### src/source/divPkg.sv
/*
 Divider sequencing states
 divDone lasts one cycle and marks valid quotient and remainder
*/
`default_nettype none

package divPkg;

   ////////////////////
   // Divider FSM
   ////////////////////

   // divIdle waits for a start
   // divRun shifts one quotient bit per cycle, XLEN cycles
   // divDone raises the done pulse for one cycle
   typedef enum logic [1:0] {
      divIdle = 2'd0,
      divRun  = 2'd1,
      divDone = 2'd2
   } divState;

endpackage

`default_nettype wire

### src/source/intDivRestoring.sv
/*
 Iterative restoring divider, one quotient bit per cycle
 Start is accepted only in divIdle
 XLEN cycles after the start the done output pulses once
 quotM and remM stay valid from divDone until the next start
 Divide by zero and overflow give the RISC-V results without a trap
 flushM aborts a running divide without a done pulse
*/
`timescale 1ns/100ps
`default_nettype none

module intDivRestoring #(
   parameter int XLEN = 64
) (
   input  logic            clk,
   input  logic            rstN,
   input  logic            flushM,
   input  logic            startDivideE,
   input  logic            signedDivideE,
   input  logic [XLEN-1:0] xE,
   input  logic [XLEN-1:0] dE,
   output logic            busyE,
   output logic            done,
   output logic [XLEN-1:0] quotM,
   output logic [XLEN-1:0] remM
);

   import divPkg::*;

   localparam int cntWidth = $clog2(XLEN);

   divState state;

   // Iteration count with the last step at XLEN-1
   logic [cntWidth-1:0] iter;

   // Dividend bits leave the top of quotReg as quotient bits enter at the bottom
   logic [XLEN-1:0] quotReg;
   logic [XLEN-1:0] remReg;
   logic [XLEN-1:0] dReg;
   logic            negQ;
   logic            negR;

   // Magnitudes of the incoming operands
   logic [XLEN-1:0] xAbs;
   logic [XLEN-1:0] dAbs;
   logic            xNeg;
   logic            dNeg;

   // One restoring step
   logic [XLEN:0]   shifted;
   logic [XLEN+1:0] diff;
   logic            stepNeg;

   ////////////////////
   // Operand prep
   ////////////////////
   assign xNeg = signedDivideE & xE[XLEN-1];
   assign dNeg = signedDivideE & dE[XLEN-1];

   // The most negative value maps to itself and reads correctly as unsigned
   assign xAbs = xNeg ? -xE : xE;
   assign dAbs = dNeg ? -dE : dE;

   ////////////////////
   // Restoring step
   ////////////////////
   // Partial remainder stays below the divisor, so one extra bit holds the shift
   assign shifted = {remReg, quotReg[XLEN-1]};
   assign diff    = {1'b0, shifted} - {2'b00, dReg};
   assign stepNeg = diff[XLEN+1];

   ////////////////////
   // Control FSM
   ////////////////////
   always_ff @(posedge clk or negedge rstN) begin
      if (!rstN) begin
         state <= divIdle;
         iter  <= '0;
      end else if (flushM) begin
         // Abort without a done pulse
         state <= divIdle;
         iter  <= '0;
      end else begin
         case (state)
            divIdle: begin
               if (startDivideE) begin
                  state <= divRun;
                  iter  <= '0;
               end
            end
            divRun: begin
               iter <= iter + 1'b1;
               if (iter == cntWidth'(XLEN - 1)) state <= divDone;
            end
            divDone: state <= divIdle;
            default: state <= divIdle;
         endcase
      end
   end

   ////////////////////
   // Datapath
   ////////////////////
   always_ff @(posedge clk) begin
      if (state == divIdle && startDivideE && !flushM) begin
         quotReg <= xAbs;
         dReg    <= dAbs;
         remReg  <= '0;
         // Quotient sign flips only for a nonzero divisor
         negQ    <= (xNeg ^ dNeg) & (dE != '0);
         // Remainder follows the dividend
         negR    <= xNeg;
      end else if (state == divRun) begin
         // Keep the difference when it is not negative
         remReg  <= stepNeg ? shifted[XLEN-1:0] : diff[XLEN-1:0];
         quotReg <= {quotReg[XLEN-2:0], ~stepNeg};
      end
   end

   ////////////////////
   // Outputs
   ////////////////////
   assign busyE = (state == divRun);
   assign done  = (state == divDone);

   // Sign fix-up holds until the next start reloads the registers
   assign quotM = negQ ? -quotReg : quotReg;
   assign remM  = negR ? -remReg : remReg;

   ////////////////////
   // Checks
   ////////////////////
   // The top must block a new start while iterating
   assert property (@(posedge clk) disable iff (!rstN)
      (state == divRun) |-> !startDivideE)
      else $error("divider started while in divRun");

   // Done comes XLEN + 1 cycles after an accepted start, so it pulses once
   assert property (@(posedge clk) disable iff (!rstN)
      done |-> $past(state == divIdle && startDivideE && !flushM, XLEN + 1))
      else $error("divider done not XLEN + 1 cycles after an accepted start");

endmodule

`default_nettype wire

### config.mk
export PLATFORM = sky130hd
export DESIGN_NAME = intDivRestoring
export DESIGN_NICKNAME = d
export VERILOG_FILES = /design/src/source/divPkg.sv /design/src/source/intDivRestoring.sv
export SDC_FILE = /design/constraint.sdc
export NUM_CORES = 1
export LEC_CHECK = 0
export BUFFER_PORTS_ARGS = -buffer_cell sky130_fd_sc_hd__buf_4
export CAP_MARGIN = 5
export CORE_MARGIN = 4
export CORE_UTILIZATION = 60
export CTS_BUF_LIST = sky130_fd_sc_hd__clkbuf_2 sky130_fd_sc_hd__clkbuf_4 sky130_fd_sc_hd__clkbuf_8
export DETAILED_ROUTE_END_ITERATION = 6
export GPL_ROUTABILITY_DRIVEN = 1
export PLACE_DENSITY = 0.84
export SYNTH_ARGS = -nofsm -noshare
export SYNTH_HDL_FRONTEND = slang
export SYNTH_SLANG_ARGS = --single-unit
### constraint.sdc
create_clock -name clk -period 5.6 [get_ports clk]
set_clock_uncertainty 0.1 [all_clocks]
set_input_delay 0.28 -clock clk [delete_from_list [all_inputs] [get_ports clk]]
set_output_delay 0.28 -clock clk [all_outputs]
set_load 0.02 [all_outputs]
==> reports/metrics.yaml, run 1 <==
worst_hold_path:
  min_from: "startDivideE"
  holdPathStages: 4
  hold_path.class: "in2reg"
  hold_end: "iter[2]$_DFFE_PN0P_"
grt:
  grt_pass1_vias: 16200
  grt_pass1_wl_microns: 85300
  gr-usage-all-layers_pct: 33.9
  gr-total-overflow: 0
  grt_max_degree: 86
  antenna_found_initial: 9
clock_tree:
  cts_inserted_buffers: 37
  root_buffer: "clkbuf_8"
  clk_latency_ns: 0.57
  cts_tree: "done"
  cts.repair.resized: 0
  h-tree-depth: 2
  cts_max_path_buffers: 3
  cts_sinks: 202
  cts.clk_slew.worst_paths_ns: 0.06
setup_path:
  crit_required_ns: 5.22
  endpoint_kind: "output pin"
  rr_endpoint: "remReg[58]$_SDFFE_PP0P_"
  critPathArrivalTime_ns: 4.52
  cp_num_buf_inv: 1
  worst-r2r-setup-slack_ns: 1.16
  cp_slowest_cell: "nor4_1"
  crit_family: "simple AND/OR/NAND/NOR gates"
  path_cells: "or4_4, or4_1, or2_4, nor4_1, nand2_1, nor2_1, nand3_1, o41ai_1, xnor2_1, buf_4"
  crit_fanout: 5
  path_class: "reg2out"
  timing.rr.start: "quotReg[63]$_DFFE_PP_"
  cp_slowest_stage_delay_ns: 0.59
  rr_worst_depth: 15
  start_kind: "flop"
cells_and_area:
  num-fill-cells: 2004
  final_layout_size_suffix_gt1_share_pct: 15.6
  area_growth_pct: 22.5
  fin_nets: 2545
sta:
  maxSlewHeadroom_pct: 11.5
  hold_viol: 0
  timing.final.ws_setup_ns: 0.698
  rsz0062_at_grt: "no"
  fin_crit_ns: 4.90
  setup_violations: 0
  clock.fmax_mhz: 204
  finalCritPeriodShare_pct: 87.5
  worst_pin_slew_ns: 1.33
  drv_slew: 0
  fin_tns_setup_ns: 0
drt:
  drc: 0
  routedWlPerCell_microns: 19.6
  drtIter0Drc: 1680
  ant_nets: 0
  routed_wl_microns: 53900
  first_pass_iters: 7
  via_per_inst: 6.16
  detailroute.via_count: 16900
power_and_ir_drop:
  power_leakage_nw: 8.31
  power_density_nw_per_um2: 449
  vdd_ir_drop_max_v: 0.000218
floorplan:
  dieArea_sq_um: 30500
  die_h_microns: 175
  rows: 60
  core-area_sq_um: 27200
  start_util_pct: 61.4
  io_pins: 263
  die_w_microns: 175
run_status:
  outcome: "finished clean"
yosys:
  postSynthCellCount: 2049
  synth.avg_cell_area_sq_um: 8.14
  ys_seq_area_share_pct: 32.3
  yosys_most_used_dff: "edfxtp_1"
  async_flop_share_pct: 3.96
  ys_warn_count: 0
  syn-cell-area_sq_um: 16700
  synth-seq-cells: 202
  yosysUniqueCellTypes: 72
  syn_nets: 2252
  synth_edf_count: 130
placement:
  hpwl_microns: 39800
  gp_congestion: 0.952
  port-buffer-count: 262
  dp_worst_setup_slack_ns: 1.32
job:
  maxCapViolations: 0
-- cell usage in the layout, fill, tap and decap left out, drive strengths merged, types with 11 or more instances in the layout --
master	count
o21bai	15
nand2b	22
inv	106
xnor2	220
clkbuf	50
dfxtp	64
xor2	85
nor3	39
o41ai	28
mux2i	25
nand4	26
o21ai	243
a21o	33
nand2	261
dlygate4sd3	69
or2	12
or3	37
buf	279
a21oi	137
nor2	126
edfxtp	130
nor4	28
ha	69
or4	28
o31ai	52
and3	11
nand3	35
a31oi	20
and2	11
-- Yosys cell counts, drive strengths merged, types with 26 or more instances --
cell type / number / area [sq um]
inv: 104 / 390
ha: 69 / 863
nor3: 39 / 195
or4: 28 / 221
xor2: 85 / 744
xnor2: 220 / 1930
clkbuf: 85 / 319
o21ai: 243 / 1220
edfxtp: 130 / 3900
nand3: 35 / 180
o41ai: 28 / 245
nor4: 28 / 190
nand2: 261 / 982
o31ai: 52 / 390
a21oi: 137 / 686
a21o: 33 / 248
or3: 37 / 236
nand4: 26 / 163
dfxtp: 64 / 1280
nor2: 126 / 473
-- flip-flops by register name, indices dropped and copies added (netlist names) --
name	flops
dReg	64
iter	6
negR	1
remReg	64
quotReg	64
negQ	1
state	2
-- tightest hold or removal path: stages --
cell	delay (ns)
buf_4	0.09
nand2_1	0.06
nand2b_1	0.14
nor2_1	0.06
-- how the worst max path moves through the flow --
stage | to | depth (start not counted) | from
floorplan | quotReg[0]$_DFFE_PP_ | 8 | state[1]$_DFFE_PN0P_
global placement | quotM[63] | 10 | quotReg[15]$_DFFE_PP_
detailed placement | quotM[63] | 10 | quotReg[15]$_DFFE_PP_
CTS | quotM[63] | 10 | quotReg[15]$_DFFE_PP_
global route | quotM[63] | 10 | quotReg[15]$_DFFE_PP_
finish | quotM[63] | 10 | quotReg[15]$_DFFE_PP_
-- where the power goes --
group	internal, mW	switching [mW]	leakage, nW
registers	1.95	0.543	1.88
logic	2.08	2.98	6.00
clock network	0.949	0.675	0.431
-- per-layer routing --
layer  vias to the layer above  track usage, %  wire length [microns]
li1                       7999               -                      -
met1                      7836            44.0                  21800
met2                       932            56.0                  24700
met3                       171            7.46                   5400
met4                         6            12.2                   1940
met5                         -               0                     36
-- repair_timing --
item | CTS | global route
setup buffers | 0 | 0
hold endpoints to repair | 76 | 0
hold buffers | 69 | 0
-- cells by family (layout without fill, tap and decap cells) --
| kind of cell | after synthesis | count (layout) | share of synthesized area (%) |
|---|---|---|---|
| fa+ha+maj | 70 | 70 | 5.30 |
| compound gates | 593 | 593 | 21.4 |
| xor+xnor | 305 | 305 | 16.0 |
| other cells | 0 | 8 | 0 |
| mux | 29 | 29 | 1.77 |
| flops | 202 | 202 | 32.3 |
| buf+inv | 198 | 520 | 4.50 |
| simple gates | 652 | 652 | 18.7 |
-- stage by stage --
stage / hold slack, ns / util (%) / area (sq um) / std cells / power (mW)
floorplan: -0.116 / - / 16700 / 2049 / 5.82
global placement: -0.00271 / 69.5 / 18900 / 2606 / 7.32
detailed placement: 0.00342 / 69.5 / 18900 / 2606 / 7.41
CTS: 0.00178 / 75.1 / 20400 / 2743 / 9.08
global route: 0.0248 / 75.2 / 20400 / 2749 / 9.76
finish: 0.0229 / 75.2 / 20400 / 2751 / 9.18
-- cell type report --
type | count | area [sq um] | share of cell area, %
multi-input cells | 1649 | 10600 | 51.7
clock buffers | 50 | 613 | 3.00
flip-flops and latches | 202 | 5390 | 26.4
inverters | 104 | 390 | 1.91
well taps | 372 | 465 | 2.28
repair buffers | 348 | 2790 | 13.6
clock inverters | 18 | 216 | 1.06
diodes | 8 | 20.0 | 0.0980
(Power assumes the default switching activity.)
==> run 2: changes to the inputs <==
--- a/config.mk
+++ b/config.mk
@@ -13,6 +13,7 @@
 export DETAILED_ROUTE_END_ITERATION = 6
 export GPL_ROUTABILITY_DRIVEN = 1
 export PLACE_DENSITY = 0.84
+export REMOVE_ABC_BUFFERS = 1
 export SYNTH_ARGS = -nofsm -noshare
 export SYNTH_HDL_FRONTEND = slang
 export SYNTH_SLANG_ARGS = --single-unit
==> constraint.sdc (replaced) <==
create_clock -name clk -period 5.6 [get_ports clk]
set_clock_uncertainty 0.1 [all_clocks]
set_input_delay 0.28 -clock clk [delete_from_list [all_inputs] [get_ports clk]]
set_output_delay 0.28 -clock clk [all_outputs]
set_load 0.05 [all_outputs]
==> run 2 against run 1 <==
Maximum frequency fell by 0.53%. Utilization fell by 0.34 points. Global-route usage fell by 0.50 points. Worst hold slack got worse by 0.0038 ns. Die area did not move. Sequential power barely moved. Final cell count fell by 0.36%. Clock power fell by 6%. Critical endpoint is now quotM[57]. Highest routed layer is now met4.
==> reports/metrics.yaml, run 2 (synthesized netlist as in run 1, its figures left out) <==
run_status:
  outcome: "finished clean"
floorplan:
  die_w_microns: 175
  die_h_microns: 175
  io_pins: 263
  start_util_pct: 61.4
  core-area_sq_um: 27200
  dieArea_sq_um: 30500
  rows: 60
placement:
  port-buffer-count: 262
  dp.cells: 2605
  placed_area_sq_um: 18900
  gp_congestion: 1.01
  hpwl_microns: 39000
  dp_worst_setup_slack_ns: 1.12
clock_tree:
  cts_sinks: 202
  ctsHoldBuffers: 64
  cts.clk_slew.worst_paths_ns: 0.06
  clk_latency_ns: 0.55
  cts_tree: "done"
  cts.repair.resized: 0
  cts_max_path_buffers: 3
  cts_inserted_buffers: 38
  postCtsSetupBuffers: 0
  h-tree-depth: 2
  root_buffer: "clkbuf_8"
cells_and_area:
  layout.cells.non_filler: 2741
  area_growth_pct: 21.9
  fin_nets: 2540
  num-fill-cells: 2023
  postLayoutCoreUtil_pct: 74.9
  final_common_cell: "buf_4"
  multiInputGateArea_sq_um: 10600
  final_area_sq_um: 20300
  final_layout_size_suffix_gt1_share_pct: 15.6
  top_regs: "dReg x64, quotReg x64, remReg x64"
  final_cell_mix: "buf_4, nand2_1, o21ai_0, xnor2_1, a21oi_1"
  seq_area_sq_um: 5390
sta:
  hold_viol: 0
  fin_tns_setup_ns: 0
  finalCritPeriodShare_pct: 88.0
  timing.final.ws_setup_ns: 0.672
  hold_ws_ns: 0.0191
  clock.fmax_mhz: 203
  setup_violations: 0
  worst_pin_slew_ns: 0.935
  maxSlewHeadroom_pct: 37.6
  rsz0062_at_grt: "no"
  drv_slew: 0
  fin_crit_ns: 4.93
power_and_ir_drop:
  power_density_nw_per_um2: 488
  vdd_ir_drop_max_v: 0.000252
  power_leakage_nw: 8.28
  p_total_mw: 9.94
drt:
  first_pass_iters: 5
  met1_length_microns: 21200
  drtIter0Drc: 1420
  met2_length_microns: 24800
  detailroute.via_count: 16900
  route.met3.wl_microns: 4830
  routedWlPerCell_microns: 19.5
  highest_layer: "met4"
  routed_wl_microns: 53300
  drc: 0
  via_per_inst: 6.16
  ant_nets: 0
setup_path:
  cp_slowest_cell: "nor4_1"
  path_cells: "or3_4, nor4_1, nand3_1, nor4_1, nand2_1, nor2_1, nand2_1, or3_1, o21ai_0, xnor2_1, buf_4"
  critPathArrivalTime_ns: 4.55
  crit_fanout: 6
  cp_slowest_stage_delay_ns: 0.69
  endpoint_kind: "output pin"
  path_class: "reg2out"
  crit_required_ns: 5.22
  worst-r2r-setup-slack_ns: 0.92
  start_kind: "flop"
  rr_worst_depth: 15
  timing.rr.start: "quotReg[63]$_DFFE_PP_"
  rr_endpoint: "remReg[62]$_SDFFE_PP0P_"
grt:
  grt_pass1_vias: 16200
  gr-usage-all-layers_pct: 33.4
  grt_max_degree: 84
  grt_pass1_wl_microns: 84100
  antenna_found_initial: 4
  gr-total-overflow: 0
worst_hold_path:
  hold_path.class: "in2async"
job:
  maxCapViolations: 0
## run 2: changes by cell type in the layout (fill, tap and decap cells not counted)
cell           previous run  this run
clkbuf_8                 38        43
dlygate4sd3_1            69        64
diode_2                   8         4
bufinv_16                 5         2
buf_4                   279       277
clkbuf_4                 12        14
inv_6                     2         0
and2_0                    1         0
and2_1                   10        11
buf_12                    0         1
clkinv_2                  3         2
clkinvlp_4                1         0
## run 2: how the worst max path moves through the flow
stage / startpoint / end / slack, ns / depth (start not counted)
final: quotReg[5]$_DFFE_PP_ / quotM[57] / 0.67 / 11
after global routing: quotReg[4]$_DFFE_PP_ / quotM[57] / 0.30 / 11
after CTS: quotReg[5]$_DFFE_PP_ / quotM[57] / 0.65 / 11
after floorplan: state[0]$_DFFE_PN0P_ / quotReg[0]$_DFFE_PP_ / -1.76 / 6
after detailed placement: quotReg[63]$_DFFE_PP_ / remReg[58]$_SDFFE_PP0P_ / 1.12 / 15
after global placement: quotReg[63]$_DFFE_PP_ / remReg[58]$_SDFFE_PP0P_ / 1.18 / 15
## run 2: layout make-up
cell class,count,share of cell area [%]
tap,372,2.29
sequential,202,26.5
antenna,4,0.0492
inverter,104,1.92
timing repair buffer,342,13.5
clock buffer,57,3.43
clock inverter,11,0.474
multi-input combinational,1649,51.9
## run 2: per-layer routing
metal	track usage (%)	vias to the layer above
met5	0	-
met4	14.8	0
met3	5.82	170
met2	55.9	875
met1	42.5	7881
li1	-	7966
## run 2: where the power goes
part / internal (mW) / total [mW] / switching, mW
logic: 2.10 / 5.90 / 3.80
clock network: 0.884 / 1.53 / 0.647
registers: 1.96 / 2.51 / 0.552
## run 2: critical path, delay by kind of cell, from the launching register on
kind	cells	cell delay, ns
buffers and inverters	1	0.22
and+or+nand+nor	8	2.97
DFF	1	0.44
AOI/OAI and AO/OA	1	0.21
xor gates and xnor gates	1	0.15
==> run 3: changes to the inputs <==
--- a/config.mk
+++ b/config.mk
@@ -9,7 +9,7 @@
 export CAP_MARGIN = 5
 export CORE_MARGIN = 4
 export CORE_UTILIZATION = 60
-export CTS_BUF_LIST = sky130_fd_sc_hd__clkbuf_2 sky130_fd_sc_hd__clkbuf_4 sky130_fd_sc_hd__clkbuf_8
+export CTS_BUF_LIST = sky130_fd_sc_hd__clkbuf_2
 export DETAILED_ROUTE_END_ITERATION = 6
 export GPL_ROUTABILITY_DRIVEN = 1
 export PLACE_DENSITY = 0.84
==> run 3 against run 2 <==
Setup slack got worse by 0.17 ns. Cell area is 6.0% higher. Highest routed layer unchanged. Largest cell class unchanged. Sequential power barely moved. Critical path type unchanged. Power shrank 2.7%. Wire length grew 11%. Flip-flop and latch count stayed put. Combinational power up 3%. Non-clock buffer count increased by 150. Count of clock-buffer cells in the layout increased by 25. Maximum frequency decreased by 3.2%. Die area stayed put.
==> reports/metrics.yaml, run 3 (synthesized netlist as in run 1, its figures left out) <==
drt:
  detailroute.via_count: 18300
  drtIter0Drc: 1873
  routed_wl_microns: 59100
  via_per_inst: 6.28
  first_pass_iters: 6
  ant_nets: 0
  routedWlPerCell_microns: 20.2
  drc: 0
setup_path:
  endpoint_kind: "output pin"
  worst-r2r-setup-slack_ns: 0.95
  path_class: "reg2out"
  timing.rr.start: "quotReg[63]$_DFFE_PP_"
  crit_fanout: 5
  rr_endpoint: "remReg[62]$_SDFFE_PP0P_"
  start_kind: "flop"
  crit_required_ns: 5.22
  critPathArrivalTime_ns: 4.71
  rr_worst_depth: 15
worst_hold_path:
  hold_end: "dReg[2]$_DFFE_PP_"
  min_from: "dE[63]"
  holdPathStages: 5
  hold_path.class: "in2reg"
clock_tree:
  h-tree-depth: 2
  cts.clk_slew.worst_paths_ns: 0.12
  clk_latency_ns: 0.86
  cts_sinks: 202
  cts_max_path_buffers: 3
  postCtsSetupBuffers: 0
  cts_tree: "done"
  cts_inserted_buffers: 54
  root_buffer: "clkbuf_2"
sta:
  clock.fmax_mhz: 196
  fin_crit_ns: 5.09
  fin_tns_setup_ns: 0
  worst_pin_slew_ns: 0.969
  setup_violations: 0
  finalCritPeriodShare_pct: 90.9
  drv_slew: 0
  maxSlewHeadroom_pct: 35.4
  rsz0062_at_grt: "no"
  hold_viol: 0
grt:
  grt_max_degree: 84
  gr-total-overflow: 0
  grt_pass1_wl_microns: 93700
  antenna_found_initial: 5
  grt_pass1_vias: 18000
  gr-usage-all-layers_pct: 37.4
cells_and_area:
  fin_nets: 2706
  layout.cells.non_filler: 2922
  final_layout_size_suffix_gt1_share_pct: 15.6
  final_common_cell: "buf_4"
  top_regs: "dReg x64, quotReg x64, remReg x64"
  area_growth_pct: 29.2
  final_cell_mix: "buf_4, nand2_1, o21ai_0, xnor2_1, dlygate4sd3_1"
floorplan:
  core-area_sq_um: 27200
  die_h_microns: 175
  dieArea_sq_um: 30500
  die_w_microns: 175
  start_util_pct: 61.4
  io_pins: 263
  rows: 60
placement:
  dp.cells: 2605
  gp_congestion: 1.01
  port-buffer-count: 262
  hpwl_microns: 39000
job:
  maxCapViolations: 0
power_and_ir_drop:
  power_leakage_nw: 8.87
  power_density_nw_per_um2: 449
  vdd_ir_drop_max_v: 0.000249
run_status:
  outcome: "finished clean"
run 3: cell count changes in the layout (fill, tap and decap cells not counted), sizes merged:
cell	change
diode	+1
dlygate4sd3	+150
clkbuf	+25
clkinv	+5
inv	+1
bufinv	-1
run 3: per-layer routing:
metal / global-route usage [%] / share of wire (%)
met5: 0 / 0
met4: 19.2 / 6.1
met3: 7.44 / 10
met2: 62.6 / 46
met1: 45.8 / 37
run 3: cell type report:
class | count | area, sq um
clock buffer | 82 | 410
antenna | 5 | 12.5
inverter | 104 | 390
multi-input combinational | 1649 | 10600
sequential | 202 | 5390
timing repair buffer | 492 | 4240
clock inverter | 16 | 88.8
tap | 372 | 465
fill | 1790 | 5620
run 3: worst max path at each step:
stage                                startpoint                       to  slack (ns)  cells past startpoint
after floorplan            state[0]$_DFFE_PN0P_     quotReg[0]$_DFFE_PP_       -1.76                      6
after global placement    quotReg[63]$_DFFE_PP_  remReg[58]$_SDFFE_PP0P_        1.18                     15
after detailed placement  quotReg[63]$_DFFE_PP_  remReg[58]$_SDFFE_PP0P_        1.12                     15
after CTS                  quotReg[5]$_DFFE_PP_                quotM[57]        0.30                     11
after global routing      quotReg[24]$_DFFE_PP_                quotM[62]        0.19                     11
final                     quotReg[15]$_DFFE_PP_                quotM[62]        0.51                     11
run 3: critical path, stage by stage, from the launching register on:
cell,delay (ns)
edfxtp_1,0.44
or4_4,0.60
or4_1,0.47
or2_4,0.29
nor4_4,0.32
nand2_2,0.13
or2_1,0.28
or4_4,0.43
or4_4,0.45
o21ai_2,0.14
xnor2_1,0.13
buf_4,0.22
run 3: where the power goes:
| group | switching, mW | total [mW] | internal, mW | leakage [nW] |
|---|---|---|---|---|
| clock network | 0.664 | 1.10 | 0.435 | 0.386 |
| logic | 3.86 | 6.06 | 2.20 | 6.60 |
| registers | 0.558 | 2.51 | 1.95 | 1.88 |
run 3: repair_timing:
item | 4_1_cts | 5_1_grt
hold buffers | 214 | 0
hold endpoints to repair | 145 | 0
resized for setup | 0 | 1
endpoints found under the setup margin | 0 | 2
run 3: metrics by stage:
step | cell area, sq um | total power [mW] | utilization (%) | setup slack, ns | hold slack, ns
4_1_cts | 21500 | 9.48 | 79.3 | 0.303 | 0.0716
5_1_grt | 21600 | 10.3 | 79.3 | 0.191 | 0.0922
6_report | 21600 | 9.67 | 79.3 | 0.507 | 0.144
3_5_place_dp | 18900 | 8.25 | 69.5 | 1.12 | 0.00483
3_3_place_gp | 18900 | 8.15 | 69.5 | 1.18 | 0.00274
2_1_floorplan | 16300 | 6.59 | - | -1.76 | -0.116
